[src/source/lsq_pkg.sv]
package lsq_pkg;

    // operand, immediate, result and address word
    typedef logic [31:0] data_t;

    // reorder buffer tag, zero means no dependency
    typedef logic [3:0] rob_tag_t;

    localparam rob_tag_t no_tag = 4'd0;

    // loads first, so op <= lhu means load
    typedef enum logic [2:0] {
        lb,
        lh,
        lw,
        lbu,
        lhu,
        sb,
        sh,
        sw
    } ls_op_t;

    // buffer geometry
    localparam int lsb_depth = 8;

    typedef logic [2:0] lsb_ptr_t;

    // data ram, word index from byte address bits 9:2
    localparam int ram_words = 256;

    typedef logic [7:0] ram_addr_t;

endpackage
[src/source/ls_req_if.sv]
`timescale 1ns/1ps

interface ls_req_if;
    // valid is a single cycle pulse
    logic              valid;
    lsq_pkg::ls_op_t   op;
    lsq_pkg::data_t    addr;
    lsq_pkg::data_t    store_data;
    lsq_pkg::rob_tag_t rob_id;

    modport sender (
        output valid, op, addr, store_data, rob_id
    );

    modport receiver (
        input valid, op, addr, store_data, rob_id
    );
endinterface

[src/source/ls_unit.sv]
`timescale 1ns/1ps

module ls_unit (
    input  logic                  clk,
    input  logic                  rst_n,
    ls_req_if.receiver            req,
    output logic                  busy,
    output lsq_pkg::ram_addr_t    ram_addr,
    output lsq_pkg::data_t        ram_wdata,
    output logic [3:0]            ram_we,
    input  lsq_pkg::data_t        ram_rdata,
    output logic                  ls_valid,
    output lsq_pkg::rob_tag_t     ls_tag,
    output lsq_pkg::data_t        ls_result
);

    // request in the ram read cycle
    logic              s1_valid;
    lsq_pkg::ls_op_t   s1_op;
    logic [1:0]        s1_off;
    lsq_pkg::rob_tag_t s1_tag;

    lsq_pkg::data_t    rd_shifted;
    lsq_pkg::data_t    load_value;

    // ram sees the request while valid is still up
    assign ram_addr = req.addr[9:2];
    assign busy     = req.valid | s1_valid;

    always_comb begin
        ram_wdata = req.store_data;
        ram_we    = 4'b0000;
        case (req.op)
            lsq_pkg::sb: begin
                ram_wdata = {4{req.store_data[7:0]}};
                ram_we    = 4'b0001 << req.addr[1:0];
            end
            lsq_pkg::sh: begin
                ram_wdata = {2{req.store_data[15:0]}};
                ram_we    = req.addr[1] ? 4'b1100 : 4'b0011;
            end
            lsq_pkg::sw: ram_we = 4'b1111;
            default:     ram_we = 4'b0000;
        endcase
        if (!req.valid) begin
            ram_we = 4'b0000;
        end
    end

    // move addressed byte or half down to bit 0
    assign rd_shifted = ram_rdata >> {s1_off, 3'b000};

    always_comb begin
        case (s1_op)
            lsq_pkg::lb:  load_value = {{24{rd_shifted[7]}}, rd_shifted[7:0]};
            lsq_pkg::lh:  load_value = {{16{rd_shifted[15]}}, rd_shifted[15:0]};
            lsq_pkg::lw:  load_value = ram_rdata;
            lsq_pkg::lbu: load_value = {24'd0, rd_shifted[7:0]};
            lsq_pkg::lhu: load_value = {16'd0, rd_shifted[15:0]};
            // stores report zero
            default:      load_value = '0;
        endcase
    end

    always_ff @(posedge clk or negedge rst_n) begin
        if (!rst_n) begin
            s1_valid <= 1'b0;
            ls_valid <= 1'b0;
        end else begin
            s1_valid <= req.valid;
            ls_valid <= s1_valid;
        end
    end

    always_ff @(posedge clk) begin
        if (req.valid) begin
            s1_op  <= req.op;
            s1_off <= req.addr[1:0];
            s1_tag <= req.rob_id;
        end
        if (s1_valid) begin
            ls_tag    <= s1_tag;
            ls_result <= load_value;
        end
    end

endmodule

[src/flat_wrapper.sv]
// flat-port wrapper written by rule: the top's interface ports become plain ports
module ls_unit_flat 
  (clk, rst_n, busy, ram_addr, ram_wdata, ram_we, ram_rdata, ls_valid, ls_tag, ls_result, req_valid, req_op, req_addr, req_store_data, req_rob_id);
  ls_req_if req_i ();
  input  logic clk;
  input  logic rst_n;
  output logic busy;
  output lsq_pkg::ram_addr_t ram_addr;
  output lsq_pkg::data_t ram_wdata;
  output logic [3:0] ram_we;
  input  lsq_pkg::data_t ram_rdata;
  output logic ls_valid;
  output lsq_pkg::rob_tag_t ls_tag;
  output lsq_pkg::data_t ls_result;
  input wire logic [$bits(req_i.valid)-1:0] req_valid;
  input wire logic [$bits(req_i.op)-1:0] req_op;
  input wire logic [$bits(req_i.addr)-1:0] req_addr;
  input wire logic [$bits(req_i.store_data)-1:0] req_store_data;
  input wire logic [$bits(req_i.rob_id)-1:0] req_rob_id;
  assign req_i.valid = req_valid;
  assign req_i.op = req_op;
  assign req_i.addr = req_addr;
  assign req_i.store_data = req_store_data;
  assign req_i.rob_id = req_rob_id;
  ls_unit u_core (.clk(clk), .rst_n(rst_n), .req(req_i), .busy(busy), .ram_addr(ram_addr), .ram_wdata(ram_wdata), .ram_we(ram_we), .ram_rdata(ram_rdata), .ls_valid(ls_valid), .ls_tag(ls_tag), .ls_result(ls_result));
endmodule
[config.mk]
export PLATFORM = sky130hd
export DESIGN_NAME = ls_unit_flat
export DESIGN_NICKNAME = d
export VERILOG_FILES = /design/src/source/lsq_pkg.sv /design/src/source/ls_req_if.sv /design/src/source/ls_unit.sv /design/src/flat_wrapper.sv
export SDC_FILE = /design/constraint.sdc
export NUM_CORES = 1
export LEC_CHECK = 0
export ABC_CLOCK_PERIOD_IN_PS = 2300
export BUFFER_PORTS_ARGS = -buffer_cell sky130_fd_sc_hd__buf_2
export CORE_MARGIN = 4
export CORE_UTILIZATION = 40
export CTS_BUF_LIST = sky130_fd_sc_hd__clkbuf_16
export CTS_CLUSTER_DIAMETER = 120
export DETAILED_ROUTE_END_ITERATION = 8
export PLACE_DENSITY = 0.77
export SLEW_MARGIN = 10
export SYNTH_ARGS = -nofsm -noshare
export SYNTH_HDL_FRONTEND = slang
export SYNTH_SLANG_ARGS = --single-unit
export TNS_END_PERCENT = 5
[constraint.sdc]
create_clock -name clk -period 2.3 [get_ports clk]
set_input_delay 0 -clock clk [delete_from_list [all_inputs] [get_ports clk]]
set_output_delay 0 -clock clk [all_outputs]
set_load 0.01 [all_outputs]
Yosys cells after proc, flatten, opt, wreduce, memory -nomap -nowiden:

Index checks and enable logic that the tools add are counted.

* bits in registers: 47
* bits in latches: 0
* memory bits (writable): 0
* memory bits (read-only): 0
* output and inout port bits: 82
* logic and storage cells: 23
* memories: 0

* add/sub/neg operators: 0
* multipliers: 0
* divide/modulo/power cells: 0
* $lt $le $gt $ge: 0
* equal/unequal tests: 7
* shifts and indexed selects: 2
* multiplexer cells: 5
* bitwise gates (word level): 1
* reductions and logical operators: 1

Operator list (count)
* 32-bit one-hot mux with 5 select lines: 1
* 32-bit one-hot mux with 2 select lines: 1
* 32-bit by 5-bit right shift with 16-bit output: 1
* 3-bit == test, second input constant: 4
* 4-bit one-hot mux with 3 select lines: 1
* 4-bit 2-to-1 mux: 2
* 3-bit by 2-bit == test with 1-bit output, second input constant: 2
* 1-bit by 2-bit left shift with 4-bit output, first input constant: 1
* 3-bit by 1-bit == test with 1-bit output, second input constant: 1
* 3-bit zero test: 1
* 1-bit bitwise OR: 1

Logic depth before layout (Yosys ltp):

Gate-level depths: netlist of the first run.

* depth after elaboration: 3
* depth in mapped cells: 7

Worst setup path before layout of the first run:

No wires, ideal clock.

* kind: register -> register
* start: register u_core.s1_off[1]
* end: register u_core.ls_result[11], data pin
* arrival time: 1.351 ns
* data required time: 2.041 ns
* slack: 0.690 ns
* cell stages (with the launch flop): 7
* buffers on the path: 2
* period minus slack after synthesis: 1.610 ns
* cell sequence: edfxtp_1 buf_6 buf_12 mux2_4 a22oi_1 a21oi_1 a211o_1

* word-level cells in the longest chain between the ends: 2

Ends and longest elaborated chain
* from (decl): RTL line ls_unit.sv:20 `logic [1:0] s1_off;`
* from (signal assigned): RTL line ls_unit.sv:78 `s1_off <= req.addr[1:0];`
* 32-bit by 5-bit right shift with 16-bit output: RTL line ls_unit.sv:51 `assign rd_shifted = ram_rdata >> {s1_off, 3'b000};`
* 32-bit one-hot mux with 5 select lines: RTL line ls_unit.sv:54 `case (s1_op)`
* via u_core.load_value[11]: RTL line ls_unit.sv:24 `lsq_pkg::data_t load_value;`
* to (signal assigned): RTL line ls_unit.sv:83 `ls_result <= load_value;`
* to (decl): RTL line ls_unit.sv:14 `output lsq_pkg::data_t ls_result`

The timed path passes the listed nets, and every way through them passes these cells.
A chain may end at the register's enable or synchronous reset.

Worst setup path after layout of the first run:

* start: input req_op[1]
* end: output ram_wdata[20]

* word-level cells in the longest chain between the ends: 2

Ends and longest elaborated chain
* from (decl): RTL line flat_wrapper.sv:16 `input wire logic [$bits(req_i.op)-1:0] req_op;`
* 3-bit == test: RTL line ls_unit.sv:33 `case (req.op)`
* 32-bit one-hot mux with 2 select lines (*): RTL line ls_unit.sv:33
* to (decl): RTL line flat_wrapper.sv:9 `output lsq_pkg::data_t ram_wdata;`

Every way passes the cells marked *; elsewhere a longest branch is shown, timed or not.

==> results of run 1 <==
==> logic make-up after synthesis <==
logic type,after synthesis,share of synthesized area [%]
buf+inv,38,9.124
mux,37,16.67
flops,47,45.22
simple gates,59,10.66
compound gates,85,18.33
==> sequential cells by signal, summed over array words and instances (netlist names) <==
register,flops
u_core.ls_tag,4
u_core.s1_tag,4
u_core.s1_op,3
u_core.ls_valid,1
u_core.s1_valid,1
u_core.s1_off,2
u_core.ls_result,32
==> layout make-up <==
type | instances | area, sq um | area share [%]
Multi-Input combinational cell | 181 | 1415 | 35.27
Sequential cell | 47 | 1401 | 34.92
Timing Repair Buffer | 167 | 903.4 | 22.51
Clock buffer | 5 | 125.1 | 3.118
Tap cell | 99 | 123.9 | 3.087
Clock inverter | 3 | 27.53 | 0.6860
Inverter | 3 | 11.26 | 0.2806
Antenna cell | 2 | 5.005 | 0.1247
==> worst max-delay path, stage by stage <==
cell	delay, ns
dlygate4sd3_1	0.53
buf_2	0.16
nand2b_1	0.32
a21boi_4	0.50
mux2_2	0.40
buf_2	0.14
==> final timing paths <==
check | startpoint | end | cells past startpoint
worst min-delay path | req_addr[5] | ram_addr[3] | 0
worst max-delay path | req_op[1] | ram_wdata[20] | 6
min in group asynchronous | rst_n | u_core.ls_valid | 2
worst min register to register | u_core.s1_tag[2] | u_core.ls_tag[2] | 0
max in group asynchronous | rst_n | u_core.s1_valid | 2
worst max register to register | u_core.s1_off[0] | u_core.ls_result[10] | 5
==> per-stage QoR <==
step	hold WS, ns	area (sq um)	utilization [%]
3_5_place_dp	-0.2091	3765	50.82
3_3_place_gp	-0.2125	3765	50.82
4_1_cts	0.00006862	4008	54.10
5_1_grt	0.00001640	4008	54.10
2_1_floorplan	-0.2956	3099	-
6_report	0.000003939	4013	54.16
==> power by group <==
| part | internal, W | switching (W) | total (W) |
|---|---|---|---|
| logic | 0.000284 | 0.000325 | 0.000609 |
| registers | 0.00102 | 0.0000300 | 0.00105 |
| clock network | 0.000414 | 0.000314 | 0.000728 |
==> layer usage <==
layer / vias up / GRT usage [%] / wire, um / share of wire (%)
met4: 0 / 7.701 / 179 / 2.1
met1: 1290 / 19.96 / 3052 / 35
met3: 21 / 4.769 / 941 / 11
met5: - / 0 / 0 / 0
li1: 1292 / - / - / -
met2: 159 / 33.53 / 4438 / 52
==> cells in the final DEF (no fill, tap or decap), drive strengths merged <==
cell type    instances
diode                2
a22oi                8
or2                  2
nor2                11
clkinvlp             1
a21boi               1
o31ai                1
a221oi               7
o211ai               2
nand3b               8
inv                  5
mux2i                8
edfxtp              45
o22ai                9
nor3b                2
o21ai                8
mux4                 7
dlygate4sd3          9
dfrtp                2
mux2                22
nand3                2
clkbuf               5
a21oi               43
nor3                 1
a211o                6
or2b                 1
nand4b               1
buf                158
nand2b              11
nor2b                2
nand2               18
==> metrics.cfg, run 1 <==
[critical_path]
cp-end-kind=output port
worst-setup-path-type=in2out
rrSetupSlack_ns=0.29
required_ns=2.30
arrival_ns=2.06
cp_max_fo=16
setup.worst_path.start_class=primary input

[die]
die_w_um=96.03
rows=31
core-area_sq_mm=0.007408
ioPinCount=188
die_area_sq_mm=0.009221
initial_core_util_pct=41.83
die_h_um=96.03

[cts]
cts_tree=done
post_cts_buffers=0
clock-root-buffer=clkbuf_16
holdBufCountCts=9
cts_buffer_depth=2
cts_resized=0
cts_max_level=2
worst_skew_pair.late_latency_ns=0.29
clock-sinks=47
cts_buffers=5

[synthesis]
synth_area_leaders=edfxtp_1 (44%), mux2_2 (5.8%), a21oi_1 (5.3%)
ys_seq_area_share_pct=45.22
ys_ff_latch=47
ys.flop_type=edfxtp_1
async_flop_share_pct=4.255
ys_warn_count=0
synth_cell_types=41
synth_top_cell_by_area=edfxtp_1
synth-edff-count=45
syn_avg_cell_area_sq_um=11.65
syn_nets=372
ys_top_cells_by_count=edfxtp_1 (45), a21oi_1 (33), nand2_1 (18), buf_4 (17), mux2_2 (16)
synth_cells=266
yosysTopAreaCellShare_pct=43.60
yosysMostFrequentCell=edfxtp_1
synthesis.area_sq_mm=0.003099

[global_routing]
grt_max_degree=39
grt_first_pass_wirelength_mm=13.12
antenna_found_initial=0
grt_remaining_overflow=0
first_global_vias=2810
track_usage_pct=18.38

[placed_design]
portBuffers=149
gp_congestion=0.8947
dp_hpwl_mm=6.645
pre_cts_ws_ns=0.3434
place_inst=488

[sta]
worstMarginPinSlew_ns=0.7416
fmax_ghz=0.4860
post-route-min-period_ns=2.058
rsz0062_at_grt=no
slew_headroom_pct=50.51
finalSetupViolCount=0
period_share_pct=89.46
drv_slew=0
final_hold_viol_count=0
fin_worst_skew_ns=0.007488
tns_ns=0
timing.final.ws_setup_ns=0.2424

[final_layout]
area_growth_pct=29.47
fin_cells=507
nets=511
drive_above_1_share_pct=51.97
fillers=647

[power_and_ir_drop]
powerDensity_mw_per_mm2=593.7
finalPower_w=0.002382
leakagePower_nw=1.774
peakVddDrop_uv=319.0

[min_path]
hold_path.class=in2out

[outcome]
status=finished clean

[route]
totalWireLength_mm=8.611
first_pass_iters=4
dr_total_vias=2762
via_per_inst=5.448
wl_per_cell_um=16.98
antenna_left=0
drcViolationCount=0
drtIter0Drc=203

[job]
maxCapViolCount=0

Note: power is estimated with default switching activity, not from simulation.
==> run 2: changes to the inputs <==
Settings changed: PLACE_DENSITY 0.77 to 0.75.
==> metrics.cfg, run 2 (same netlist as run 1, synthesis figures left out) <==
[outcome]
status=finished clean

[route]
via_per_inst=5.439
drcViolationCount=0
antenna_left=0
first_pass_iters=4
met3WireLength_um=919
met2_length_mm=4.496
drtIter0Drc=148
routed.top_layer=met5
dr_total_vias=2736
wl_per_cell_um=17.70
totalWireLength_mm=8.902
met1_length_mm=3.183

[global_routing]
track_usage_pct=18.81
grt_first_pass_wirelength_mm=13.34
first_global_vias=2708
grt_remaining_overflow=0
antenna_found_initial=1
grt_max_degree=38

[placed_design]
portBuffers=149
place_inst=486
gp_congestion=0.8864
dp_hpwl_mm=6.681

[cts]
cts_resized=0
cts_buffer_depth=2
clock-sinks=47
cts_max_level=2
cts_tree=done
cts_buffers=5
worst_skew_pair.late_latency_ns=0.29
clock-root-buffer=clkbuf_16

[power_and_ir_drop]
sw_frac_of_total_pct=27.38
peakVddDrop_uv=436.3
combPwrFrac_pct=24.7
leakagePower_nw=1.778
power.share.clock_pct=33.7
powerDensity_mw_per_mm2=621.2
power.internal_w=0.001815
finalPower_w=0.002500
p_sw_w=0.0006844
sequentialPowerShare_pct=41.6

[final_layout]
drive_above_1_share_pct=51.73
layout_commonest_cell=buf_2
regMostFlops=u_core.ls_result
diodes=0
fin_cells=503
nets=509
largest_registers=u_core.ls_result: 32 flops, u_core.ls_tag: 4 flops, u_core.s1_tag: 4 flops
largest_register_ffs=32
area_growth_pct=29.83
final_cell_mix=buf_2 (149), edfxtp_1 (45), a21oi_1 (33)

[sta]
worstMarginPinSlew_ns=0.7890
whs_ns=0.000003927
slew_headroom_pct=47.35
post-route-min-period_ns=2.065
fmax_ghz=0.4844
finalSetupViolCount=0
fin_worst_skew_ns=0.005078
drv_slew=0
rsz0062_at_grt=no
final_hold_viol_count=0
tns_ns=0
period_share_pct=89.76

[min_path]
hold_path.class=in2out
hold_path.startpoint=req_addr[7]

[critical_path]
reg2reg_from=u_core.s1_off[0]
startpoint=req_op[1]
required_ns=2.30
cp-end-kind=output port
arrival_ns=2.06
cp_max_fo=16
setup.worst_path.start_class=primary input
worst-setup-path-type=in2out

[die]
core-area_sq_mm=0.007408
ioPinCount=188
die_w_um=96.03
die_h_um=96.03
initial_core_util_pct=41.83
rows=31
die_area_sq_mm=0.009221

[job]
maxCapViolCount=0

-- run 2: cell count changes in the layout (fill, tap and decap cells not counted), sizes merged --
cell / change
buf: -2
diode: -2
bufinv: +1
inv: -1
-- run 2: final cells by class --
| cell class | instances | area (sq um) |
|---|---|---|
| Clock buffer | 5 | 125.1 |
| Fill cell | 664 | 3385 |
| Inverter | 3 | 11.26 |
| Clock inverter | 3 | 46.29 |
| Sequential cell | 47 | 1401 |
| Timing Repair Buffer | 165 | 900.9 |
| Multi-Input combinational cell | 181 | 1415 |
| Tap cell | 99 | 123.9 |
-- run 2: what timing repair did --
action	4_1_cts	5_1_grt
hold buffers	9	0
buffers inserted	0	0
hold endpoints to repair	10	0
-- run 2: path summary, 6_finish.rpt --
kind	slack, ns	end	cells past startpoint
max	0.24	ram_wdata[23]	6
min	0.000004	ram_addr[5]	0
max reg2reg	0.29	u_core.ls_result[1]	3
min reg2reg	0.42	u_core.ls_tag[2]	0
max in group asynchronous	2.17	u_core.ls_valid	2
min in group asynchronous	0.03	u_core.s1_valid	2
-- run 2: worst max-delay path, cell delays in order --
cell,delay (ns)
dlygate4sd3_1,0.53
buf_2,0.16
nand2b_1,0.32
a21boi_4,0.50
mux2_2,0.40
buf_2,0.14
-- run 2: power by group through the flow --
stage | sequential (W) | clock, W | combinational, W
floorplan | 0.00108 | 0 | 0.000374
global placement | 0.00106 | 0 | 0.000589
detailed placement | 0.00106 | 0 | 0.000601
CTS | 0.00104 | 0.000849 | 0.000615
global route | 0.00105 | 0.000885 | 0.000671
finish | 0.00104 | 0.000842 | 0.000617
-- run 2: per-layer routing --
metal	track usage, %	vias up
met5	0	-
met4	8.531	2
met3	5.160	30
met2	33.35	175
met1	20.80	1254
li1	-	1275
-- run 2: per-stage QoR --
stage	setup WS, ns	area [sq um]	util [%]
2_1_floorplan	0.6896	3099	-
3_3_place_gp	0.3785	3762	50.79
3_5_place_dp	0.2815	3762	50.79
4_1_cts	0.2401	4024	54.32
5_1_grt	0.1562	4024	54.32
6_report	0.2355	4024	54.32
==> run 3: changes to the inputs <==
Settings changed: CORE_MARGIN 4 to default.
==> metrics.cfg, run 3 (same netlist as run 1, synthesis figures left out) <==
[route]
drcViolationCount=0
drtIter0Drc=191
wl_per_cell_um=15.97
first_pass_iters=5
antenna_left=0
dr_total_vias=2765
totalWireLength_mm=8.067
via_per_inst=5.475

[min_path]
holdPathStages=0
hold_path.class=in2out

[final_layout]
multi_input_area_sq_mm=0.001415
largest_registers=u_core.ls_result: 32 flops, u_core.ls_tag: 4 flops, u_core.s1_tag: 4 flops
drive_above_1_share_pct=51.85
layout_commonest_cell=buf_2
regMostFlops=u_core.ls_result
fillers=669
final_cell_mix=buf_2 (149), edfxtp_1 (45), a21oi_1 (33)
area_growth_pct=30.16
nets=510
largest_register_ffs=32
seqCellArea_sq_mm=0.001401

[job]
maxCapViolCount=0

[sta]
slew_headroom_pct=52.03
whs_ns=0.000004472
period_share_pct=89.82
finalSetupViolCount=0
drv_slew=0
tns_ns=0
fmax_ghz=0.4841
final_hold_viol_count=0
worstMarginPinSlew_ns=0.7141
fin_worst_skew_ns=0.005048
post-route-min-period_ns=2.066
rsz0062_at_grt=no

[die]
die_w_um=90.03
die_area_sq_mm=0.008105
initial_core_util_pct=42.05
die_h_um=90.03
core-area_sq_mm=0.007370
rows=31
ioPinCount=188

[critical_path]
arrival_ns=2.07
cp-end-kind=output port
required_ns=2.30
setup.worst_path.start_class=primary input
worst-setup-path-type=in2out
reg2reg_depth=6
cp_max_fo=16

[power_and_ir_drop]
leakagePower_nw=1.782
peakVddDrop_uv=327.3
finalPower_w=0.002469
powerDensity_mw_per_mm2=612.2

[cts]
clock-sinks=47
cts_tree=done
clock-root-buffer=clkbuf_16
worst_skew_pair.late_latency_ns=0.28
cts_buffers=5
cts_buffer_depth=2
cts_max_level=2
post_cts_buffers=0

[placed_design]
dp_hpwl_mm=6.094
portBuffers=149
gp_congestion=0.8598

[global_routing]
grt_first_pass_wirelength_mm=12.50
grt_remaining_overflow=0
grt_max_degree=33
first_global_vias=2590
track_usage_pct=19.40
antenna_found_initial=1

[outcome]
status=finished clean

run 3: changes by cell type in the layout (fill, tap and decap cells not counted):
| cell | before | now |
|---|---|---|
| buf_4 | 6 | 7 |
| diode_2 | 0 | 1 |
run 3: path summary, 6_finish.rpt:
path                                       start                    to  slack (ns)
worst max-delay path                   req_op[1]         ram_wdata[18]        0.23
worst min-delay path                 req_addr[9]           ram_addr[7]    0.000004
worst max register to register  u_core.s1_off[0]  u_core.ls_result[26]        0.36
worst min register to register  u_core.s1_tag[1]      u_core.ls_tag[1]        0.42
max in group asynchronous                  rst_n       u_core.ls_valid        2.18
min in group asynchronous                  rst_n       u_core.s1_valid        0.03
run 3: final cells by class:
class                           instances  share of cell area [%]
Tap cell                               99                   3.071
Clock buffer                            5                   3.102
Timing Repair Buffer                  166                   22.52
Clock inverter                          3                   1.148
Sequential cell                        47                   34.74
Antenna cell                            1                 0.06203
Inverter                                3                  0.2792
Multi-Input combinational cell        181                   35.08
run 3: worst max-delay path: stages:
cell and delay, ns:
dlygate4sd3_1 0.55, buf_2 0.16, nand2b_1 0.32, a21boi_4 0.49
mux2_2 0.40, buf_2 0.14
run 3: timing repair:
action                    in CTS  in global routing
hold endpoints to repair      10                  0
hold buffers                   9                  0
resized for setup              0                  0
run 3: metrics by stage:
| stage | area [sq um] | utilization [%] | std cells | setup WS [ns] |
|---|---|---|---|---|
| finish | 4034 | 54.74 | 505 | 0.2342 |
| global route | 4034 | 54.74 | 505 | 0.1583 |
| CTS | 4031 | 54.70 | 504 | 0.2803 |
| detailed placement | 3770 | 51.15 | 487 | 0.3103 |
| global placement | 3770 | 51.15 | 487 | 0.3913 |
| floorplan | 3099 | - | 266 | 0.6896 |
run 3: routing by layer:
| layer | global-route usage [%] | vias to the layer above | part of all wire, % |
|---|---|---|---|
| li1 | - | 1284 | - |
| met1 | 22.14 | 1288 | 38 |
| met2 | 35.11 | 173 | 51 |
| met3 | 4.230 | 20 | 8.7 |
| met4 | 7.527 | 0 | 2.6 |
| met5 | 0 | - | 0 |
run 3: report_power, final:
part | switching, W | internal [W]
Combinational | 0.000320 | 0.000286
Clock | 0.000301 | 0.000516
Sequential | 0.0000326 | 0.00102
Total | 0.000653 | 0.00182
