==> config.mk <==
export PLATFORM = sky130hd
export DESIGN_NAME = ls_buffer_flat
export DESIGN_NICKNAME = d
export VERILOG_FILES = /design/src/source/lsq_pkg.sv /design/src/source/ls_req_if.sv /design/src/source/ls_dispatch_if.sv /design/src/source/ls_buffer.sv /design/src/flat_wrapper.sv
export SDC_FILE = /design/constraint.sdc
export NUM_CORES = 2
export LEC_CHECK = 0
export BUFFER_PORTS_ARGS = -buffer_cell sky130_fd_sc_hd__buf_2
export CAP_MARGIN = 25
export CORE_ASPECT_RATIO = 0.7
export CORE_MARGIN = 8
export CORE_UTILIZATION = 30
export CTS_CLUSTER_SIZE = 20
export DETAILED_ROUTE_END_ITERATION = 10
export SETUP_SLACK_MARGIN = 0.3
export SLEW_MARGIN = 20
export SYNTH_ARGS = -nofsm -noshare
export SYNTH_HDL_FRONTEND = slang
export SYNTH_SLANG_ARGS = --single-unit
==> constraint.sdc <==
create_clock -name clk -period 4.71 [get_ports clk]
set_input_delay 0.2355 -clock clk [delete_from_list [all_inputs] [get_ports clk]]
set_output_delay 0.2355 -clock clk [all_outputs]
set_load 0.05 [all_outputs]
==> src/source/lsq_pkg.sv <==
package lsq_pkg;

    // operand, immediate, result and address word
    typedef logic [31:0] data_t;

    // reorder buffer tag, zero means no dependency
    typedef logic [3:0] rob_tag_t;

    localparam rob_tag_t no_tag = 4'd0;

    // loads first, so op <= lhu means load
    typedef enum logic [2:0] {
        lb,
        lh,
        lw,
        lbu,
        lhu,
        sb,
        sh,
        sw
    } ls_op_t;

    // buffer geometry
    localparam int lsb_depth = 8;

    typedef logic [2:0] lsb_ptr_t;

    // data ram, word index from byte address bits 9:2
    localparam int ram_words = 256;

    typedef logic [7:0] ram_addr_t;

endpackage
==> src/source/ls_req_if.sv <==
`timescale 1ns/1ps

interface ls_req_if;
    // valid is a single cycle pulse
    logic              valid;
    lsq_pkg::ls_op_t   op;
    lsq_pkg::data_t    addr;
    lsq_pkg::data_t    store_data;
    lsq_pkg::rob_tag_t rob_id;

    modport sender (
        output valid, op, addr, store_data, rob_id
    );

    modport receiver (
        input valid, op, addr, store_data, rob_id
    );
endinterface

==> src/source/ls_dispatch_if.sv <==
`timescale 1ns/1ps

interface ls_dispatch_if;
    logic              ena;
    lsq_pkg::ls_op_t   op;
    lsq_pkg::data_t    v1;
    lsq_pkg::data_t    v2;
    lsq_pkg::rob_tag_t q1;
    lsq_pkg::rob_tag_t q2;
    lsq_pkg::data_t    imm;
    lsq_pkg::rob_tag_t rob_id;

    modport sender (
        output ena, op, v1, v2, q1, q2, imm, rob_id
    );

    modport receiver (
        input ena, op, v1, v2, q1, q2, imm, rob_id
    );
endinterface

==> src/source/ls_buffer.sv <==
`timescale 1ns/1ps

module ls_buffer (
    input  logic                  clk,
    input  logic                  rst_n,
    ls_dispatch_if.receiver       disp,
    output logic                  full,
    ls_req_if.sender              req,
    input  logic                  ex_busy,
    input  logic                  alu_valid,
    input  lsq_pkg::rob_tag_t     alu_tag,
    input  lsq_pkg::data_t        alu_result,
    input  logic                  ls_valid,
    input  lsq_pkg::rob_tag_t     ls_tag,
    input  lsq_pkg::data_t        ls_result,
    input  logic                  commit_valid,
    input  lsq_pkg::rob_tag_t     commit_tag,
    input  logic                  flush,
    output lsq_pkg::rob_tag_t     store_commit_tag
);

    lsq_pkg::lsb_ptr_t head;
    lsq_pkg::lsb_ptr_t tail;

    logic              entry_valid [lsq_pkg::lsb_depth];
    logic              entry_committed [lsq_pkg::lsb_depth];
    lsq_pkg::ls_op_t   entry_op [lsq_pkg::lsb_depth];
    lsq_pkg::data_t    entry_v1 [lsq_pkg::lsb_depth];
    lsq_pkg::data_t    entry_v2 [lsq_pkg::lsb_depth];
    lsq_pkg::rob_tag_t entry_q1 [lsq_pkg::lsb_depth];
    lsq_pkg::rob_tag_t entry_q2 [lsq_pkg::lsb_depth];
    lsq_pkg::data_t    entry_imm [lsq_pkg::lsb_depth];
    lsq_pkg::rob_tag_t entry_rob_id [lsq_pkg::lsb_depth];

    // head store already asked the rob for its commit
    logic commit_sent;

    logic              head_ready;
    logic              head_is_load;
    lsq_pkg::data_t    in_v1;
    lsq_pkg::data_t    in_v2;
    lsq_pkg::rob_tag_t in_q1;
    lsq_pkg::rob_tag_t in_q2;

    // one slot stays empty so full and empty differ
    assign full = (lsq_pkg::lsb_ptr_t'(tail + 1'b1) == head);

    assign head_ready = entry_valid[head]
                        && (entry_q1[head] == lsq_pkg::no_tag)
                        && (entry_q2[head] == lsq_pkg::no_tag);
    assign head_is_load = (entry_op[head] <= lsq_pkg::lhu);

    // catch a result broadcast on the same edge as dispatch
    always_comb begin
        in_v1 = disp.v1;
        in_q1 = disp.q1;
        in_v2 = disp.v2;
        in_q2 = disp.q2;
        if (alu_valid && disp.q1 == alu_tag) begin
            in_v1 = alu_result;
            in_q1 = lsq_pkg::no_tag;
        end
        if (ls_valid && disp.q1 == ls_tag) begin
            in_v1 = ls_result;
            in_q1 = lsq_pkg::no_tag;
        end
        if (alu_valid && disp.q2 == alu_tag) begin
            in_v2 = alu_result;
            in_q2 = lsq_pkg::no_tag;
        end
        if (ls_valid && disp.q2 == ls_tag) begin
            in_v2 = ls_result;
            in_q2 = lsq_pkg::no_tag;
        end
    end

    always_ff @(posedge clk or negedge rst_n) begin
        if (!rst_n) begin
            head             <= '0;
            tail             <= '0;
            req.valid        <= 1'b0;
            store_commit_tag <= lsq_pkg::no_tag;
            commit_sent      <= 1'b0;
            for (int i = 0; i < lsq_pkg::lsb_depth; i++) begin
                entry_valid[i]     <= 1'b0;
                entry_committed[i] <= 1'b0;
            end
        end else if (flush) begin
            head             <= '0;
            tail             <= '0;
            req.valid        <= 1'b0;
            store_commit_tag <= lsq_pkg::no_tag;
            commit_sent      <= 1'b0;
            for (int i = 0; i < lsq_pkg::lsb_depth; i++) begin
                entry_valid[i]     <= 1'b0;
                entry_committed[i] <= 1'b0;
            end
        end else begin
            req.valid        <= 1'b0;
            store_commit_tag <= lsq_pkg::no_tag;

            // wakeup and commit marking
            for (int i = 0; i < lsq_pkg::lsb_depth; i++) begin
                if (alu_valid && entry_q1[i] == alu_tag) begin
                    entry_v1[i] <= alu_result;
                    entry_q1[i] <= lsq_pkg::no_tag;
                end
                if (ls_valid && entry_q1[i] == ls_tag) begin
                    entry_v1[i] <= ls_result;
                    entry_q1[i] <= lsq_pkg::no_tag;
                end
                if (alu_valid && entry_q2[i] == alu_tag) begin
                    entry_v2[i] <= alu_result;
                    entry_q2[i] <= lsq_pkg::no_tag;
                end
                if (ls_valid && entry_q2[i] == ls_tag) begin
                    entry_v2[i] <= ls_result;
                    entry_q2[i] <= lsq_pkg::no_tag;
                end
                if (commit_valid && entry_valid[i] && entry_rob_id[i] == commit_tag) begin
                    entry_committed[i] <= 1'b1;
                end
            end

            // issue from head only, stores wait for commit
            if (head_ready) begin
                if (head_is_load || entry_committed[head]) begin
                    if (!ex_busy && !req.valid) begin
                        req.valid          <= 1'b1;
                        req.op             <= entry_op[head];
                        req.addr           <= entry_v1[head] + entry_imm[head];
                        req.store_data     <= entry_v2[head];
                        req.rob_id         <= entry_rob_id[head];
                        entry_valid[head]  <= 1'b0;
                        head               <= head + 1'b1;
                        commit_sent        <= 1'b0;
                    end
                end else if (!commit_sent) begin
                    store_commit_tag <= entry_rob_id[head];
                    commit_sent      <= 1'b1;
                end
            end

            if (disp.ena && !full) begin
                entry_valid[tail]     <= 1'b1;
                entry_committed[tail] <= 1'b0;
                entry_op[tail]        <= disp.op;
                entry_v1[tail]        <= in_v1;
                entry_v2[tail]        <= in_v2;
                entry_q1[tail]        <= in_q1;
                entry_q2[tail]        <= in_q2;
                entry_imm[tail]       <= disp.imm;
                entry_rob_id[tail]    <= disp.rob_id;
                tail                  <= tail + 1'b1;
            end
        end
    end

endmodule

==> src/flat_wrapper.sv <==
// flat-port wrapper written by rule: the top's interface ports become plain ports
module ls_buffer_flat 
  (clk, rst_n, full, ex_busy, alu_valid, alu_tag, alu_result, ls_valid, ls_tag, ls_result, commit_valid, commit_tag, flush, store_commit_tag, disp_ena, disp_op, disp_v1, disp_v2, disp_q1, disp_q2, disp_imm, disp_rob_id, req_valid, req_op, req_addr, req_store_data, req_rob_id);
  ls_dispatch_if disp_i ();
  ls_req_if req_i ();
  input  logic clk;
  input  logic rst_n;
  output logic full;
  input  logic ex_busy;
  input  logic alu_valid;
  input  lsq_pkg::rob_tag_t alu_tag;
  input  lsq_pkg::data_t alu_result;
  input  logic ls_valid;
  input  lsq_pkg::rob_tag_t ls_tag;
  input  lsq_pkg::data_t ls_result;
  input  logic commit_valid;
  input  lsq_pkg::rob_tag_t commit_tag;
  input  logic flush;
  output lsq_pkg::rob_tag_t store_commit_tag;
  input wire logic [$bits(disp_i.ena)-1:0] disp_ena;
  input wire logic [$bits(disp_i.op)-1:0] disp_op;
  input wire logic [$bits(disp_i.v1)-1:0] disp_v1;
  input wire logic [$bits(disp_i.v2)-1:0] disp_v2;
  input wire logic [$bits(disp_i.q1)-1:0] disp_q1;
  input wire logic [$bits(disp_i.q2)-1:0] disp_q2;
  input wire logic [$bits(disp_i.imm)-1:0] disp_imm;
  input wire logic [$bits(disp_i.rob_id)-1:0] disp_rob_id;
  output wire logic [$bits(req_i.valid)-1:0] req_valid;
  output wire logic [$bits(req_i.op)-1:0] req_op;
  output wire logic [$bits(req_i.addr)-1:0] req_addr;
  output wire logic [$bits(req_i.store_data)-1:0] req_store_data;
  output wire logic [$bits(req_i.rob_id)-1:0] req_rob_id;
  assign disp_i.ena = disp_ena;
  assign disp_i.op = disp_op;
  assign disp_i.v1 = disp_v1;
  assign disp_i.v2 = disp_v2;
  assign disp_i.q1 = disp_q1;
  assign disp_i.q2 = disp_q2;
  assign disp_i.imm = disp_imm;
  assign disp_i.rob_id = disp_rob_id;
  assign req_valid = req_i.valid;
  assign req_op = req_i.op;
  assign req_addr = req_i.addr;
  assign req_store_data = req_i.store_data;
  assign req_rob_id = req_i.rob_id;
  ls_buffer u_core (.clk(clk), .rst_n(rst_n), .disp(disp_i), .full(full), .req(req_i), .ex_busy(ex_busy), .alu_valid(alu_valid), .alu_tag(alu_tag), .alu_result(alu_result), .ls_valid(ls_valid), .ls_tag(ls_tag), .ls_result(ls_result), .commit_valid(commit_valid), .commit_tag(commit_tag), .flush(flush), .store_commit_tag(store_commit_tag));
endmodule
# Yosys cells after proc, flatten, opt, wreduce, memory -nomap -nowiden
# Memories as Yosys holds them, arrays and structs flattened. A register that Yosys moved wholly into a read port is not among the register bits.
# Cells that the tools add are included.
# W data, S select, Z words.
[totals]
ff_bits = 67
mem_bits_rw = 888
inputBits = 195
out_inout_bits = 77
wordCells = 420
n_memories = 7
[memory_table]
columns = ["name", "words", "word_bits", "read_ports", "rd_clocked_by_memory_dff", "wr", "line", "rtl"]
rows = [
  ["u_core.entry_imm", 8, 32, 1, 0, 1, "ls_buffer.sv:32", "lsq_pkg::data_t entry_imm [lsq_pkg::lsb_depth];"],
  ["u_core.entry_v1", 8, 32, 1, 0, 9, "ls_buffer.sv:28", "lsq_pkg::data_t entry_v1 [lsq_pkg::lsb_depth];"],
  ["u_core.entry_v2", 8, 32, 1, 1, 9, "ls_buffer.sv:29", "lsq_pkg::data_t entry_v2 [lsq_pkg::lsb_depth];"],
  ["u_core.entry_q1", 8, 4, 9, 0, 9, "ls_buffer.sv:30", "lsq_pkg::rob_tag_t entry_q1 [lsq_pkg::lsb_depth];"],
  ["u_core.entry_q2", 8, 4, 9, 0, 9, "ls_buffer.sv:31", "lsq_pkg::rob_tag_t entry_q2 [lsq_pkg::lsb_depth];"],
  ["u_core.entry_rob_id", 8, 4, 9, 0, 1, "ls_buffer.sv:33", "lsq_pkg::rob_tag_t entry_rob_id [lsq_pkg::lsb_depth];"],
  ["+1 memories", "--", "--", "--", "--", "--", "--", ""],
]
[classes]
n_addsub = 3
order_cmp = 5
eq_ne = 46
mux = 191
bitwise = 40
n_reduce_logical = 104
[op_table]
columns = ["cell", "count"]
rows = [
  ["$mux W32", 20],
  ["$eq A4 B4 Y1", 44],
  ["$mux W1", 129],
  ["$mux W4", 24],
  ["$logic_and A1 B1 Y1", 91],
  ["$mux W8", 8],
  ["$add A32 B32 Y32", 1],
  ["$or A1 B1 Y1", 32],
  ["$mux W3", 6],
  ["$and A8 B8 Y8", 2],
  ["$not A8 Y8", 2],
  ["$ge A4 B4 Y1 const B", 2],
  ["$logic_not A4 Y1", 2],
  ["$lt A4 B1 Y1 const B", 2],
  ["$not A3 Y4", 2],
  ["$or A8 B8 Y8", 1],
  ["$reduce_bool A2 Y1", 4],
  ["$add A3 B1 Y3 const B", 2],
  ["$bmux W1 S3", 2],
  ["$demux W1 S3", 2],
  ["$reduce_and A5 Y1", 1],
  ["$eq A3 B3 Y1", 1],
  ["$le A3 B3 Y1 const B", 1],
  ["$logic_not A1 Y1", 3],
  ["other kinds (5)", 5],
]

# Depth between registers and ports, before layout
[logic_depth]
ltp_word = 14
mapped_depth = 19
mapped_depth_nobuf = 13

# Worst setup path after synthesis
# OpenSTA, ideal clock, no wires.
[synth_path]
path_type = "register to register"
from = "memory u_core.entry_q1[7][0] in the netlist's numbering"
to = "register u_core.req.addr[0] (enable)"
setup_ns = 0.501
t_arrival_ns = 4.628
required_ns = 4.209
setup_slack_ns = -0.419
stages_incl_launch_ff = 7
n_path_buf = 0
period_less_slack_ns = 5.129
cell_sequence = "edfxtp_1 or4_1 o221ai_1 o311a_1 o2111a_2 nand3b_4 nor2_1"
[synth_lines]
columns = ["element", "line", "rtl"]
rows = [
  ["start: declaration", "ls_buffer.sv:30", ""],
  ["end signal: assignment", "ls_buffer.sv:131", "req.addr <= entry_v1[head] + entry_imm[head];"],
  ["end: declaration", "ls_req_if.sv:12", "output valid, op, addr, store_data, rob_id"],
]

# Worst setup path in the final report
[layout_path]
from = "register u_core.head[0]"
to = "register u_core.req.addr[25] (data pin)"
[layout_between]
elab_chain_cells = 2
elab_cells_between_ends = 3
classes_between = "add/sub (1); memory (2)"
[layout_lines]
columns = ["element", "line", "rtl"]
rows = [
  ["start: declaration", "ls_buffer.sv:22", "lsq_pkg::lsb_ptr_t head;"],
  ["start signal: assignment", "ls_buffer.sv:135", "head <= head + 1'b1;"],
  ["$mem_v2 Z8 W32 (on tied branches)", "--", ""],
  ["$add A32 B32 Y32 *", "ls_buffer.sv:131", ""],
]
# Mark *: on every way between the ends. The rest lies on a longest branch, timed or not.
# A chain may end at the register's enable or synchronous reset.

==> insert_results.sql <==
INSERT INTO impl_metrics (metric_group, metric, value, unit) VALUES
('sta', 'final.min_clock_period', '4276', 'ps'),
('clock_tree', 'cts_bufs_inserted', '104', ''),
('critical_path', 'critical_path.max_fanout', '19', ''),
('critical_path', 'critPathRequiredTime', '5170', 'ps'),
('pwr', 'p_leak', '19.73', 'nW'),
('final_layout', 'finish.utilization', '35.05', '%'),
('floorplan', 'floorplan.die_area', '0.1910', 'mm2'),
('sta', 'max_fclk', '0.2338', 'GHz'),
('routing', 'drtAntennaViolNets', '0', ''),
('sta', 'worst_slew_pin_slew', '933.2', 'ps'),
('yosys', 'yosys.area.top_type', 'edfxtp_1', ''),
('routing', 'routed_wirelength', '177.6', 'mm'),
('clock_tree', 'cts_max_level', '3', ''),
('clock_tree', 'clock_latency', '730', 'ps'),
('yosys', 'count_of_flip_flops_with_a_built_in_enable_after_synthesis', '959', ''),
('floorplan', 'die_x', '519.0', 'um'),
('floorplan', 'boundaryPins', '272', ''),
('pwr', 'power.combinational.fraction', '9.1', '%'),
('clock_tree', 'cts_root_buf', 'clkbuf_16', ''),
('pwr', 'vdd_drop_max', '0.2630', 'mV'),
('sta', 'rsz_0062_raised_after_global_routing', 'false', ''),
('yosys', 'synth-compound-area-share', '7.845', '%'),
('critical_path', 'critical_path_arrival', '4730', 'ps'),
('critical_path', 'timing.reg2reg.worst_path_depth', '14', ''),
('yosys', 'netlist_area', '0.05313', 'mm2'),
('pwr', 'p_clk_share', '41.9', '%'),
('sta', 'fin_setup_tns', '0', 'ps'),
('job', 'max_cap_violations', '0', ''),
('routing', 'routed_via_density', '5.304', ''),
('yosys', 'yosys.cell_types.count', '74', ''),
('run_status', 'outcome', 'finished, final reports clean', ''),
('grt', 'grt.overflow.total', '0', ''),
('yosys', 'synth_xor_xnor_area_share', '3.116', '%'),
('final_layout', 'layout_cells_sized_above_1', '21.85', '%'),
('routing', 'first_iter_violations', '4040', ''),
('yosys', 'yosys_warnings', '0', ''),
('routing', 'num_vias', '36310', ''),
('floorplan', 'floorplan.rows', '129', ''),
('pwr', 'switching_power_share_of_the_total', '24.40', '%'),
('grt', 'grt_max_degree', '75', ''),
('yosys', 'synth_top_flop_cell', 'edfxtp_1', ''),
('yosys', 'synth_top_family_by_area', 'multiplexers', ''),
('floorplan', 'start_util', '30.14', '%'),
('clock_tree', 'clk_path_buf_depth', '3', ''),
('yosys', 'sequential_to_total_area_share_from_yosys_stat', '55.53', '%'),
('grt', 'global_route.usage.total', '17.90', '%'),
('sta', 'min_period_over_period', '90.79', '%'),
('placement', 'routabilityCongestion', '0.8412', ''),
('critical_path', 'crit_path_cell_trace', 'buf_12 -> buf_12 -> mux4_2 -> mux2i_1 -> buf_4 -> inv_1 -> ha_1 -> a211oi_1 -> o21a_1 -> a211oi_2 -> o211a_1 -> a221oi_1 -> o311ai_0 -> xor2_1', ''),
('yosys', 'synthSimpleGateAreaFrac', '7.042', '%'),
('critical_path', 'worst_path_largest_cell_delay', '520', 'ps'),
('yosys', 'syn-num-nets', '4438', ''),
('yosys', 'syn_avg_cell_area', '12.62', 'um2'),
('sta', 'slew_headroom', '37.37', '%'),
('critical_path', 'setup.worst_path.class', 'flip-flop to flip-flop', ''),
('critical_path', 'critPathMostFrequentCell', 'buf_12', ''),
('grt', 'grt_pass1_vias', '35710', ''),
('yosys', 'synthDominantCellAreaShare', '54.21', '%'),
('yosys', 'yosys.area_share.adder', '0.8149', '%'),
('yosys', 'synth_cells', '4209', ''),
('final_layout', 'finish.net_count', '4611', ''),
('pwr', 'seqPwrFrac', '48.9', '%'),
('yosys', 'synth_async_sr_flop_share', '2.837', '%'),
('sta', 'timing_max_transition_violations_final', '0', ''),
('grt', 'grt_antenna_before_repair', '21', ''),
('floorplan', 'core_outline_area', '0.1763', 'mm2'),
('clock_tree', 'cts_tree', 'built', ''),
('placement', 'dp_hpwl', '118.3', 'mm'),
('yosys', 'yosys-mux-area-fraction', '21.85', '%'),
('routing', 'drcViolationCount', '0', ''),
('routing', 'route.detailed.wl_per_inst', '25.95', 'um');
## power by group through the flow
stage / Combinational (mW) / Clock, mW / Sequential [mW]
final: 1.84 / 8.46 / 9.87
after global routing: 1.99 / 8.90 / 9.88
after CTS: 1.83 / 8.58 / 9.87
after detailed placement: 1.79 / 0 / 10.1
after global placement: 1.75 / 0 / 10.1
after floorplan: 1.11 / 0 / 10.0
## placed cells by master (no fill, tap or decap), types with 7 or more instances in the layout
cell           netlist  final
o22ai_1             10     10
a21oi_1            268    268
inv_6                0      8
dlygate4sd3_1        0     46
mux2i_1            581    581
nor3_1              34     34
nor2b_1              9      9
nand4_1             23     23
diode_2              0     16
nor2_1             332    331
mux2_2              97     97
clkbuf_1           257     25
dfrtp_1             28     25
o21ai_1             35     35
clkbuf_16            0    107
nor4_1              11      9
a211oi_1            10      9
mux4_2             204    204
nor2_4               0     15
nand2_1            426    407
a31oi_1             25     25
xnor2_1            126    126
buf_2               99    272
xor2_1              63     63
nand2b_1             7      7
o21ai_0            314    314
bufinv_16            0     12
clkinv_2             0     19
ha_1                33     33
clkinv_1             1     23
buf_12               0     64
o211ai_1             8      8
edfxtp_1           959    959
a21o_1              13     13
nand2_2              0     17
o21ai_2             29     29
buf_4               38     98
inv_1               42     34
nand3_1             17     14
## registers in the layout, indices dropped and copies added (netlist names)
| name | flops |
|---|---|
| u_core.req.valid | 1 |
| u_core.entry_rob_id | 32 |
| u_core.entry_v2 | 256 |
| u_core.req.store_data | 32 |
| u_core.entry_valid | 8 |
| u_core.entry_v1 | 256 |
| u_core.req.op | 3 |
| u_core.entry_op | 24 |
| u_core.req.addr | 32 |
| u_core.req.rob_id | 4 |
| u_core.entry_imm | 256 |
| u_core.entry_committed | 8 |
| u_core.commit_sent | 1 |
| u_core.tail | 3 |
| u_core.entry_q1 | 32 |
| u_core.store_commit_tag | 4 |
| u_core.entry_q2 | 32 |
| u_core.head | 3 |
## per-layer routing
| layer | part of all wire, % | vias up | global-route usage, % |
|---|---|---|---|
| met5 | 0.020 | - | 0 |
| met4 | 2.5 | 6 | 4.369 |
| met3 | 9.3 | 257 | 4.048 |
| met2 | 45 | 1765 | 27.94 |
| met1 | 43 | 18180 | 25.26 |
| li1 | - | 16110 | - |
## synthesized netlist by cell type (4+ instances only)
cell,number
a211oi_1,10
a21o_1,13
a21oi_1,268
a222oi_1,5
a31oi_1,25
and2_1,4
and3_1,4
buf_1,17
buf_2,99
buf_4,38
clkbuf_1,257
dfrtp_1,28
edfxtp_1,959
ha_1,33
inv_1,42
mux2_2,97
mux2i_1,581
mux4_1,4
mux4_2,204
nand2_1,426
nand2b_1,7
nand3_1,17
nand4_1,23
nor2_1,332
nor2_2,14
nor2b_1,9
nor3_1,34
nor4_1,11
o211ai_1,8
o21a_1,5
o21ai_0,314
o21ai_1,35
o21ai_2,29
o22ai_1,10
o31ai_1,4
or3_1,4
xnor2_1,126
xor2_1,63
## stage by stage
step / setup WS (ps) / cells / area (um2) / hold slack (ps)
after global routing: 297.4 / 6832 / 61750 / 74.18
after global placement: 301.8 / 6579 / 57750 / 284.3
after CTS: 465.8 / 6827 / 61700 / 36.79
after detailed placement: 248.8 / 6580 / 57760 / 294.4
after floorplan: 349.5 / 4209 / 53130 / -60.09
final: 433.6 / 6845 / 61780 / 56.56
## cell type report
type / count / area [um2] / area share, %
multi-input combinational: 2763 / 21790 / 35.26
sequential: 987 / 29510 / 47.76
tap: 2358 / 2950 / 4.775
clock inverter: 64 / 673.1 / 1.090
clock buffer: 131 / 2746 / 4.445
inverter: 44 / 187.7 / 0.3038
antenna: 16 / 40.04 / 0.06480
timing repair buffer: 482 / 3891 / 6.298
## how the worst max path moves through the flow
stage                                          start                             to  slack, ps  cells past startpoint
final                     u_core.head[0]$_DFFE_PN0P_  u_core.req.addr[25]$_DFFE_PP_        430                     14
after global routing      u_core.head[0]$_DFFE_PN0P_  u_core.req.addr[26]$_DFFE_PP_        300                     12
after CTS                 u_core.head[0]$_DFFE_PN0P_  u_core.req.addr[25]$_DFFE_PP_        470                     12
after detailed placement  u_core.head[0]$_DFFE_PN0P_  u_core.req.addr[26]$_DFFE_PP_        250                     14
after global placement    u_core.head[0]$_DFFE_PN0P_  u_core.req.addr[26]$_DFFE_PP_        300                     14
after floorplan           u_core.head[0]$_DFFE_PN0P_  u_core.req.addr[26]$_DFFE_PP_        350                     19
## cell families after synthesis
kind of cell,after synthesis
simple gates,901
flops,987
fa+ha+maj,34
compound gates,753
mux,886
buf+inv,459
xor+xnor,189
## critical path, delay by kind of cell, from the launching register on
family	cells	cell delay, ps
fa+ha+maj	1	300
buf+inv	4	570
xor+xnor	1	170
flops	1	520
mux	2	810
compound gates	6	1590
## repair_timing
item	4_1_cts	5_1_grt
gates resized for setup	0	4
hold endpoints to repair	357	0
setup endpoints to repair	2	3
cloned	0	1
buffers inserted	6	0
hold buffers	46	0
Note: power is estimated with default switching activity, not from simulation.
